## config.mk

```make
export PLATFORM = sky130hd
export DESIGN_NAME = siggen_top
export DESIGN_NICKNAME = d
export VERILOG_FILES = /design/src/rtl/siggen_pkg.sv /design/src/rtl/siggen_top.sv /design/src/rtl/packet_framer.sv /design/src/rtl/sine_tone.sv /design/src/rtl/sine_lut.sv /design/src/rtl/siggen_regs.sv
export SDC_FILE = /design/constraint.sdc
export NUM_CORES = 2
export LEC_CHECK = 0
export ABC_AREA = 1
export ABC_CLOCK_PERIOD_IN_PS = 5600
export BUFFER_PORTS_ARGS = -buffer_cell sky130_fd_sc_hd__buf_2
export CAP_MARGIN = 5
export CORE_ASPECT_RATIO = 0.6
export CORE_UTILIZATION = 24
export DETAILED_ROUTE_END_ITERATION = 16
export HOLD_SLACK_MARGIN = 0.05
export PLACE_DENSITY_LB_ADDON = 0.05
export SYNTH_ARGS = -nofsm -noshare
export SYNTH_HDL_FRONTEND = slang
export SYNTH_SLANG_ARGS = --single-unit
```

## constraint.sdc

```tcl
create_clock -name ce_clk -period 5.6 [get_ports ce_clk]
set_input_delay 0 -clock ce_clk [delete_from_list [all_inputs] [get_ports ce_clk]]
set_output_delay 0 -clock ce_clk [all_outputs]
set_load 0.005 [all_outputs]
```

## src/rtl/siggen_pkg.sv

```systemverilog
////////////////////////////////////////////////////////////
// Shared register map, widths and state types for the
// signal generator. Modules pull these in by wildcard import.
////////////////////////////////////////////////////////////

package siggen_pkg;

  ////////////////////////////////////////////////////////////
  // User register map
  ////////////////////////////////////////////////////////////

  // Addresses below 128 belong to the shell and are not decoded here
  typedef enum logic [7:0] {
    SR_FREQ      = 8'd128,  // Phase increment per sample
    SR_CARTESIAN = 8'd130,  // Constant I/Q word
    SR_ENABLE    = 8'd132,  // Bit 0 run, bit 1 constant mode
    SR_AMPLITUDE = 8'd138,  // Signed scale factor
    SR_PKT_SIZE  = 8'd140,  // Samples per packet
    SR_DST_SID   = 8'd141   // Destination stream ID
  } siggen_reg_e;

  ////////////////////////////////////////////////////////////
  // Data path widths
  ////////////////////////////////////////////////////////////

  // Stream word, I in the upper half and Q in the lower half
  localparam int SAMPLE_W = 32;
  localparam int IQ_W     = 16;

  // Phase accumulator and the top bits used for table lookup
  localparam int PHASE_W    = 32;
  localparam int LUT_ADDR_W = 8;

  // Quarter wave plus the end point at 90 degrees
  localparam int LUT_QTR_N = (1 << (LUT_ADDR_W - 2)) + 1;

  // Full-scale table value
  localparam int LUT_PEAK = 32767;

  ////////////////////////////////////////////////////////////
  // Framer FSM
  ////////////////////////////////////////////////////////////

  typedef enum logic {
    FR_HEADER,
    FR_PAYLOAD
  } framer_state_e;

endpackage
```

## src/rtl/siggen_top.sv

```systemverilog
////////////////////////////////////////////////////////////
// Signal generator top level: register decoder, tone source
// and packet framer on a single clock.
////////////////////////////////////////////////////////////

`timescale 1ns/1ns

module siggen_top import siggen_pkg::*; (
  input  logic                ce_clk,
  input  logic                i_rst,
  input  logic                i_set_stb,
  input  logic [7:0]          i_set_addr,
  input  logic [31:0]         i_set_data,
  input  logic                i_tready,
  output logic [SAMPLE_W-1:0] o_tdata,
  output logic                o_tlast,
  output logic                o_tvalid
);

  logic [PHASE_W-1:0]  freq;
  logic [SAMPLE_W-1:0] cartesian;
  logic [IQ_W-1:0]     amplitude;
  logic                run;
  logic                const_mode;
  logic [15:0]         pkt_size;
  logic [15:0]         dst_sid;

  // Tone stream into the framer
  logic [SAMPLE_W-1:0] tone_tdata;
  logic                tone_tvalid;
  logic                tone_tready;

  siggen_regs u_regs (
    .ce_clk       (ce_clk),
    .i_rst        (i_rst),
    .i_set_stb    (i_set_stb),
    .i_set_addr   (i_set_addr),
    .i_set_data   (i_set_data),
    .o_freq       (freq),
    .o_cartesian  (cartesian),
    .o_amplitude  (amplitude),
    .o_run        (run),
    .o_const_mode (const_mode),
    .o_pkt_size   (pkt_size),
    .o_dst_sid    (dst_sid)
  );

  sine_tone u_tone (
    .ce_clk       (ce_clk),
    .i_rst        (i_rst),
    .i_freq       (freq),
    .i_cartesian  (cartesian),
    .i_amplitude  (amplitude),
    .i_run        (run),
    .i_const_mode (const_mode),
    .i_tready     (tone_tready),
    .o_tdata      (tone_tdata),
    .o_tvalid     (tone_tvalid)
  );

  packet_framer u_framer (
    .ce_clk      (ce_clk),
    .i_rst       (i_rst),
    .i_pkt_size  (pkt_size),
    .i_dst_sid   (dst_sid),
    .i_tdata     (tone_tdata),
    .i_tvalid    (tone_tvalid),
    .i_tready    (i_tready),
    .o_in_tready (tone_tready),
    .o_tdata     (o_tdata),
    .o_tlast     (o_tlast),
    .o_tvalid    (o_tvalid)
  );

endmodule

```

## src/rtl/packet_framer.sv

```systemverilog
////////////////////////////////////////////////////////////
// Wraps the sample stream into packets: one header word with
// sequence number and destination ID, then the payload.
////////////////////////////////////////////////////////////

`timescale 1ns/1ns

module packet_framer import siggen_pkg::*; (
  input  logic                ce_clk,
  input  logic                i_rst,
  input  logic [15:0]         i_pkt_size,
  input  logic [15:0]         i_dst_sid,
  input  logic [SAMPLE_W-1:0] i_tdata,
  input  logic                i_tvalid,
  input  logic                i_tready,
  output logic                o_in_tready,
  output logic [SAMPLE_W-1:0] o_tdata,
  output logic                o_tlast,
  output logic                o_tvalid
);

  framer_state_e state;

  logic [15:0] seq_num;
  logic [15:0] size_q;
  logic [15:0] pay_cnt;
  logic        last_sample;
  logic        xfer;

  assign last_sample = (pay_cnt == size_q - 16'd1);
  assign xfer        = o_tvalid && i_tready;

  ////////////////////////////////////////////////////////////
  // Output mux
  ////////////////////////////////////////////////////////////

  // Header only goes out once a sample is waiting behind it
  always_comb begin
    o_tvalid = i_tvalid;
    if (state == FR_HEADER) begin
      o_tdata     = {seq_num, i_dst_sid};
      o_tlast     = 1'b0;
      o_in_tready = 1'b0;
    end else begin
      o_tdata     = i_tdata;
      o_tlast     = last_sample;
      o_in_tready = i_tready;
    end
  end

  ////////////////////////////////////////////////////////////
  // Packet FSM and counters
  ////////////////////////////////////////////////////////////

  always_ff @(posedge ce_clk) begin
    if (i_rst) begin
      state   <= FR_HEADER;
      seq_num <= '0;
      size_q  <= 16'd1;
      pay_cnt <= '0;
    end else if (xfer) begin
      case (state)
        FR_HEADER: begin
          // Size holds for the whole packet
          size_q  <= (i_pkt_size == 16'd0) ? 16'd1 : i_pkt_size;
          seq_num <= seq_num + 16'd1;
          pay_cnt <= '0;
          state   <= FR_PAYLOAD;
        end
        FR_PAYLOAD: begin
          pay_cnt <= pay_cnt + 16'd1;
          if (last_sample) begin
            state <= FR_HEADER;
          end
        end
        default: state <= FR_HEADER;
      endcase
    end
  end

  // Payload count stays below the latched packet size
  a_pay_in_range: assert property (@(posedge ce_clk) disable iff (i_rst)
    (state == FR_PAYLOAD) |-> (pay_cnt < size_q));

endmodule

```

## src/rtl/sine_tone.sv

```systemverilog
////////////////////////////////////////////////////////////
// Complex tone source: accumulate, lookup, scale. The three
// stages move together and stall as one under back-pressure.
////////////////////////////////////////////////////////////

`timescale 1ns/1ns

module sine_tone import siggen_pkg::*; (
  input  logic                ce_clk,
  input  logic                i_rst,
  input  logic [PHASE_W-1:0]  i_freq,
  input  logic [SAMPLE_W-1:0] i_cartesian,
  input  logic [IQ_W-1:0]     i_amplitude,
  input  logic                i_run,
  input  logic                i_const_mode,
  input  logic                i_tready,
  output logic [SAMPLE_W-1:0] o_tdata,
  output logic                o_tvalid
);

  logic               advance;
  logic [PHASE_W-1:0] phase_acc;

  // Stage 1 and 2 payload and valid bits
  logic                  v1;
  logic                  v2;
  logic                  cm1;
  logic                  cm2;
  logic [LUT_ADDR_W-1:0] ph1;

  logic signed [IQ_W-1:0]     lut_sin;
  logic signed [IQ_W-1:0]     lut_cos;
  logic signed [2*IQ_W-1:0]   prod_i;
  logic signed [2*IQ_W-1:0]   prod_q;

  // Whole pipeline moves when the output slot is free or taken
  assign advance = !o_tvalid || i_tready;

  ////////////////////////////////////////////////////////////
  // Stage 1: phase accumulator
  ////////////////////////////////////////////////////////////

  always_ff @(posedge ce_clk) begin
    if (i_rst) begin
      phase_acc <= '0;
      v1        <= 1'b0;
    end else begin
      if (!i_run) begin
        phase_acc <= '0;
      end else if (advance) begin
        phase_acc <= phase_acc + i_freq;
      end
      if (advance) begin
        v1 <= i_run;
      end
    end
  end

  // Only the top phase bits reach the table
  always_ff @(posedge ce_clk) begin
    if (advance) begin
      ph1 <= phase_acc[PHASE_W-1 -: LUT_ADDR_W];
      cm1 <= i_const_mode;
    end
  end

  ////////////////////////////////////////////////////////////
  // Stage 2: table lookup
  ////////////////////////////////////////////////////////////

  sine_lut u_lut (
    .ce_clk  (ce_clk),
    .i_rst   (i_rst),
    .i_en    (advance),
    .i_phase (ph1),
    .o_sin   (lut_sin),
    .o_cos   (lut_cos)
  );

  always_ff @(posedge ce_clk) begin
    if (i_rst) begin
      v2 <= 1'b0;
    end else if (advance) begin
      v2 <= v1;
    end
  end

  always_ff @(posedge ce_clk) begin
    if (advance) begin
      cm2 <= cm1;
    end
  end

  ////////////////////////////////////////////////////////////
  // Stage 3: amplitude scaling or constant word
  ////////////////////////////////////////////////////////////

  assign prod_i = $signed(i_amplitude) * lut_cos;
  assign prod_q = $signed(i_amplitude) * lut_sin;

  always_ff @(posedge ce_clk) begin
    if (i_rst) begin
      o_tvalid <= 1'b0;
    end else if (advance) begin
      o_tvalid <= v2;
    end
  end

  // Shift right by 15 and keep the low 16 bits
  always_ff @(posedge ce_clk) begin
    if (advance) begin
      o_tdata <= cm2 ? i_cartesian
                     : {prod_i[2*IQ_W-2 -: IQ_W], prod_q[2*IQ_W-2 -: IQ_W]};
    end
  end

  a_hold_on_stall: assert property (@(posedge ce_clk) disable iff (i_rst)
    (o_tvalid && !i_tready) |=> (o_tvalid && $stable(o_tdata)));

endmodule

```

## src/rtl/sine_lut.sv

```systemverilog
////////////////////////////////////////////////////////////
// Sine and cosine lookup from a quarter-wave table.
// One cycle of latency, outputs advance only when i_en is high.
////////////////////////////////////////////////////////////

`timescale 1ns/1ns

module sine_lut import siggen_pkg::*; (
  input  logic                         ce_clk,
  input  logic                         i_rst,
  input  logic                         i_en,
  input  logic        [LUT_ADDR_W-1:0] i_phase,
  output logic signed [IQ_W-1:0]       o_sin,
  output logic signed [IQ_W-1:0]       o_cos
);

  // Entry k of the full wave is LUT_PEAK * sin(2*pi*k/256), rounded
  function automatic logic [IQ_W-1:0] qtr_entry(int k);
    real ang;
    ang = 2.0 * 3.14159265358979 * k / real'(1 << LUT_ADDR_W);
    return IQ_W'($rtoi(LUT_PEAK * $sin(ang) + 0.5));
  endfunction

  logic [IQ_W-1:0] qtr [LUT_QTR_N];

  for (genvar k = 0; k < LUT_QTR_N; k++) begin : g_qtr
    assign qtr[k] = qtr_entry(k);
  end

  ////////////////////////////////////////////////////////////
  // Quadrant folding
  ////////////////////////////////////////////////////////////

  // Bit 6 mirrors the index, bit 7 flips the sign
  function automatic logic signed [IQ_W-1:0] fold(logic [LUT_ADDR_W-1:0] ph);
    logic [LUT_ADDR_W-3:0] idx;
    logic [LUT_ADDR_W-2:0] addr;
    logic [IQ_W-1:0]       mag;
    idx  = ph[LUT_ADDR_W-3:0];
    addr = ph[LUT_ADDR_W-2] ? (LUT_ADDR_W-1)'(LUT_QTR_N - 1) - idx : {1'b0, idx};
    mag  = qtr[addr];
    return ph[LUT_ADDR_W-1] ? -mag : mag;
  endfunction

  // Cosine is sine a quarter turn ahead
  logic [LUT_ADDR_W-1:0] phase_cos;

  assign phase_cos = i_phase + LUT_ADDR_W'(1 << (LUT_ADDR_W - 2));

  always_ff @(posedge ce_clk) begin
    if (i_rst) begin
      o_sin <= '0;
      o_cos <= '0;
    end else if (i_en) begin
      o_sin <= fold(i_phase);
      o_cos <= fold(phase_cos);
    end
  end

  a_sin_range: assert property (@(posedge ce_clk) disable iff (i_rst)
    (o_sin <= LUT_PEAK) && (o_sin >= -LUT_PEAK));

endmodule

```

## src/rtl/siggen_regs.sv

```systemverilog
////////////////////////////////////////////////////////////
// User register file written by the host over the settings
// bus. Values show on the outputs one cycle after the strobe.
////////////////////////////////////////////////////////////

`timescale 1ns/1ns

module siggen_regs import siggen_pkg::*; (
  input  logic                ce_clk,
  input  logic                i_rst,
  input  logic                i_set_stb,
  input  logic [7:0]          i_set_addr,
  input  logic [31:0]         i_set_data,
  output logic [PHASE_W-1:0]  o_freq,
  output logic [SAMPLE_W-1:0] o_cartesian,
  output logic [IQ_W-1:0]     o_amplitude,
  output logic                o_run,
  output logic                o_const_mode,
  output logic [15:0]         o_pkt_size,
  output logic [15:0]         o_dst_sid
);

  always_ff @(posedge ce_clk) begin
    if (i_rst) begin
      o_freq       <= '0;
      o_cartesian  <= '0;
      o_amplitude  <= '0;
      o_run        <= 1'b0;
      o_const_mode <= 1'b0;
      o_pkt_size   <= '0;
      o_dst_sid    <= '0;
    end else if (i_set_stb) begin
      // Unknown addresses fall through untouched
      case (siggen_reg_e'(i_set_addr))
        SR_FREQ:      o_freq      <= i_set_data[PHASE_W-1:0];
        SR_CARTESIAN: o_cartesian <= i_set_data[SAMPLE_W-1:0];
        SR_AMPLITUDE: o_amplitude <= i_set_data[IQ_W-1:0];
        SR_ENABLE: begin
          o_run        <= i_set_data[0];
          o_const_mode <= i_set_data[1];
        end
        // A zero-length packet would never end, so store one
        SR_PKT_SIZE:  o_pkt_size  <= (i_set_data[15:0] == 16'd0) ? 16'd1 : i_set_data[15:0];
        SR_DST_SID:   o_dst_sid   <= i_set_data[15:0];
        default: ;
      endcase
    end
  end

  // Register outputs only move right after a host write
  a_change_after_stb: assert property (@(posedge ce_clk) disable iff (i_rst)
    !$past(i_set_stb) |-> $stable({o_freq, o_cartesian, o_amplitude, o_run,
                                   o_const_mode, o_pkt_size, o_dst_sid}));

endmodule

```

==> flow_summary.ini <==
[status]
status = complete, but fails checks
violations = setup timing

[power_and_ir_drop]
internal_power_w = 0.003441
total_leakage_power_nw = 23.82
power_frac_seq_pct = 42.1
clockPowerShare_pct = 49.2
powerDensity_nw_per_um2 = 105.7
swShare_pct = 27.77
ir_worst_vdd_v = 0.0003342
pwr-share-comb_pct = 8.7
p_switching_w = 0.001323

[critical_path]
worstSetupStartpoint = u_regs.o_amplitude[9]
cp-end-kind = register
timing.rr.start = u_regs.o_amplitude[9]
r2r_end = u_tone.o_tdata[31]
max_stage_delay_ns = 0.58
crit_chain = buf_12, buf_4, nand2_1, fa_1, fa_1, fa_2, fa_1, inv_1, fa_1, fa_1, ha_4, nand2_1, inv_1, nand2_1, nor3_1, nand3_1, nand3_2, nand2_1, o211ai_1, a21oi_2, buf_4, o21ai_4, xor2_1, o21ai_1
r2r_slack_ns = -0.41
crit_top_cell = fa_1
worstPathMaxFanout = 6
slowest_stage = fa_1
required_ns = 5.98
criticalPathCategory = register to register
ff2ff_path_depth = 24
crit_cells = 24
critical_path_buf_inv_count = 5
startpoint_type = register
critPathTopFamily = adder cells
endpoint = u_tone.o_tdata[31]
crit_arrival_ns = 6.39

[synthesis]
synthArstFlopShare_pct = 0
yosysSeqAreaShare_pct = 16.39
synth.top_cells.by_area = fa_1, dfxtp_1, nand2_1
synth_flop_cell = dfxtp_1
syn_inst = 4889
synth_edf_count = 42
synth.most_common_cell = nand2_1
synth.largest_area_cell = fa_1
ys_ff_latch = 272
yosysWarnings = 0
ys_types = 57
synth_area_um2 = 35790
yosysTopAreaCellShare_pct = 28.59
synth_nets = 5659
ys_top_cells_by_count = nand2_1, inv_1, fa_1
synth.avg_cell_area_um2 = 7.320

[timing]
slew_violations = 0
fin_hold_ws_ns = 0.1940
max_freq_ghz = 0.1665
finalSetupViolations = 28
finalHoldViolCount = 0
finClkSkew_ns = 0.04074
fin_crit_sh_pct = 107.3
tightest_slew_ns = 1.132
rsz0062_at_grt = yes
fin_ws_ns = -0.4062
slew_headroom_pct = 24.42
layout_min_cycle_time_ns = 6.006

[detailed_routing]
routed_wirelength_um = 144100
ant_nets = 0
routedWlPerCell_um = 19.73
vias = 31630
routed_via_density = 4.330
drc = 0
dr.pass1.iters = 5
drt-initial-drc-count = 2430

[die]
start_util_pct = 24.25
coreArea_um2 = 147600
io_pins = 78
die_y_um = 301.1
die_area_um2 = 150700
std_cell_rows = 109
die_x_um = 500.5

[layout]
multi_input_area_um2 = 26210
final_area_um2 = 45080
area_growth_pct = 25.96
n_fill_cell = 16140
regArea_um2 = 5937
final_nets = 6048
drive_gt1_share_pct = 18.57

[place]
placed_cell_area_um2 = 41210
place_congestion = 0.8641
place_hpwl_um = 117400
io_buffers = 77

[global_routing]
antenna_found_initial = 18
grt_pass1_vias = 31830
grt_start_max_net_pins = 108
grt_usage_pct = 19.23
grt_pass1_wl_um = 215900
grt_overflow_total = 0

[flow_run]
cap_violations = 0

[clocking]
root_buffer = clkbuf_16
cts_tree = built
insertion_delay_ns = 0.67
clk_pin_slew_worst_paths_ns = 0.08
htree_levels = 1
clkSinkCount = 272
clockBufferDepth = 3
cts_inserted_buffers = 31

[worst_hold_path]
hold_path_class = input pin to register
-- state kept, by name, summed over array words and instances (netlist names), 8 cells and up --
signal	count
u_framer.pay_cnt	16
u_framer.seq_num	16
u_framer.size_q	16
u_regs.o_amplitude	16
u_regs.o_cartesian	32
u_regs.o_dst_sid	16
u_regs.o_freq	32
u_regs.o_pkt_size	16
u_tone.o_tdata	32
u_tone.ph1	8
u_tone.phase_acc	32
u_tone.u_lut.o_cos	16
u_tone.u_lut.o_sin	16
-- worst min-delay path: cells and delay by family --
| family | cells | cell delay, ns |
|---|---|---|
| buf+inv | 2 | 0.65 |
| compound gates | 2 | 0.19 |
-- power groups by stage --
stage / Clock [W] / Combinational [W] / Sequential (W)
finish: 0.00235 / 0.000413 / 0.00201
global route: 0.00249 / 0.000448 / 0.00201
CTS: 0.00242 / 0.000407 / 0.00201
detailed placement: 0 / 0.000377 / 0.00205
global placement: 0 / 0.000380 / 0.00205
floorplan: 0 / 0.000190 / 0.00204
-- metal layers --
metal  global-route usage, %  vias up  part of all wire [%]
met5                       0        -                     0
li1                        -    15640                     -
met2                   23.76      688                    34
met4                   1.577        0                  0.87
met3                   3.408       64                   6.0
met1                   33.48    15240                    59
-- final cells by class --
| class | count | area share, % |
|---|---|---|
| Clock inverter | 15 | 0.4497 |
| Timing Repair Buffer | 585 | 11.35 |
| Multi-Input combinational cell | 3273 | 58.15 |
| Tap cell | 1998 | 5.546 |
| Clock buffer | 43 | 2.004 |
| Inverter | 1115 | 9.316 |
| Sequential cell | 272 | 13.17 |
| Antenna cell | 2 | 0.01110 |
-- stage by stage --
stage | cells | utilization [%] | power (W) | worst slack (ns) | setup TNS [ns]
final | 7303 | 30.55 | 0.004764 | -0.4062 | -5.515
after global routing | 7302 | 30.54 | 0.004948 | -0.5787 | -11.44
after CTS | 7279 | 29.94 | 0.004835 | -0.4327 | -6.671
after detailed placement | 7123 | 27.93 | 0.002431 | -0.7752 | -15.65
after global placement | 7123 | 27.93 | 0.002434 | -0.7714 | -16.63
after floorplan | 4889 | - | 0.002229 | 0.0004441 | 0
-- how the worst min path moves through the flow --
| stage | start | depth (start not counted) | to |
|---|---|---|---|
| 6_report | i_set_data[6] | 4 | u_regs.o_freq[6] |
| 5_1_grt | i_set_data[6] | 4 | u_regs.o_cartesian[6] |
| 4_1_cts | i_set_addr[5] | 4 | u_regs.o_cartesian[11] |
| 3_5_place_dp | i_set_data[3] | 3 | u_regs.o_cartesian[3] |
| 3_3_place_gp | i_set_data[3] | 3 | u_regs.o_cartesian[3] |
| 2_1_floorplan | i_set_data[0] | 2 | u_regs.o_pkt_size[0] |
-- cells by family after synthesis --
| group | Yosys count | synth area share (%) |
|---|---|---|
| xor+xnor | 83 | 2.031 |
| buf+inv | 1344 | 14.35 |
| fa+ha+maj | 726 | 36.10 |
| simple gates | 1751 | 20.20 |
| compound gates | 713 | 10.92 |
| flops | 272 | 16.39 |
-- repair_timing --
action | CTS | global route
resized for setup | 284 | 198
hold endpoints to repair | 118 | 0
setup endpoints to repair | 32 | 32
pin swaps | 110 | 134
gates cloned | 3 | 3
buffers inserted | 53 | 22
hold buffers | 45 | 0
-- placed cells by master, fill, tap and decap left out, drive strengths merged, types with 18 or more instances in the layout --
cell type	count
nand4	24
or2	26
o211ai	26
clkbuf	46
dfxtp	230
nor3	39
xnor2	37
a211oi	18
ha	215
nor2	216
buf	537
o21ai	322
nand3	225
dlygate4sd3	45
o21bai	30
nand2	1195
fa	511
a21oi	267
inv	1114
xor2	46
edfxtp	42
(Power assumes the default switching activity.)
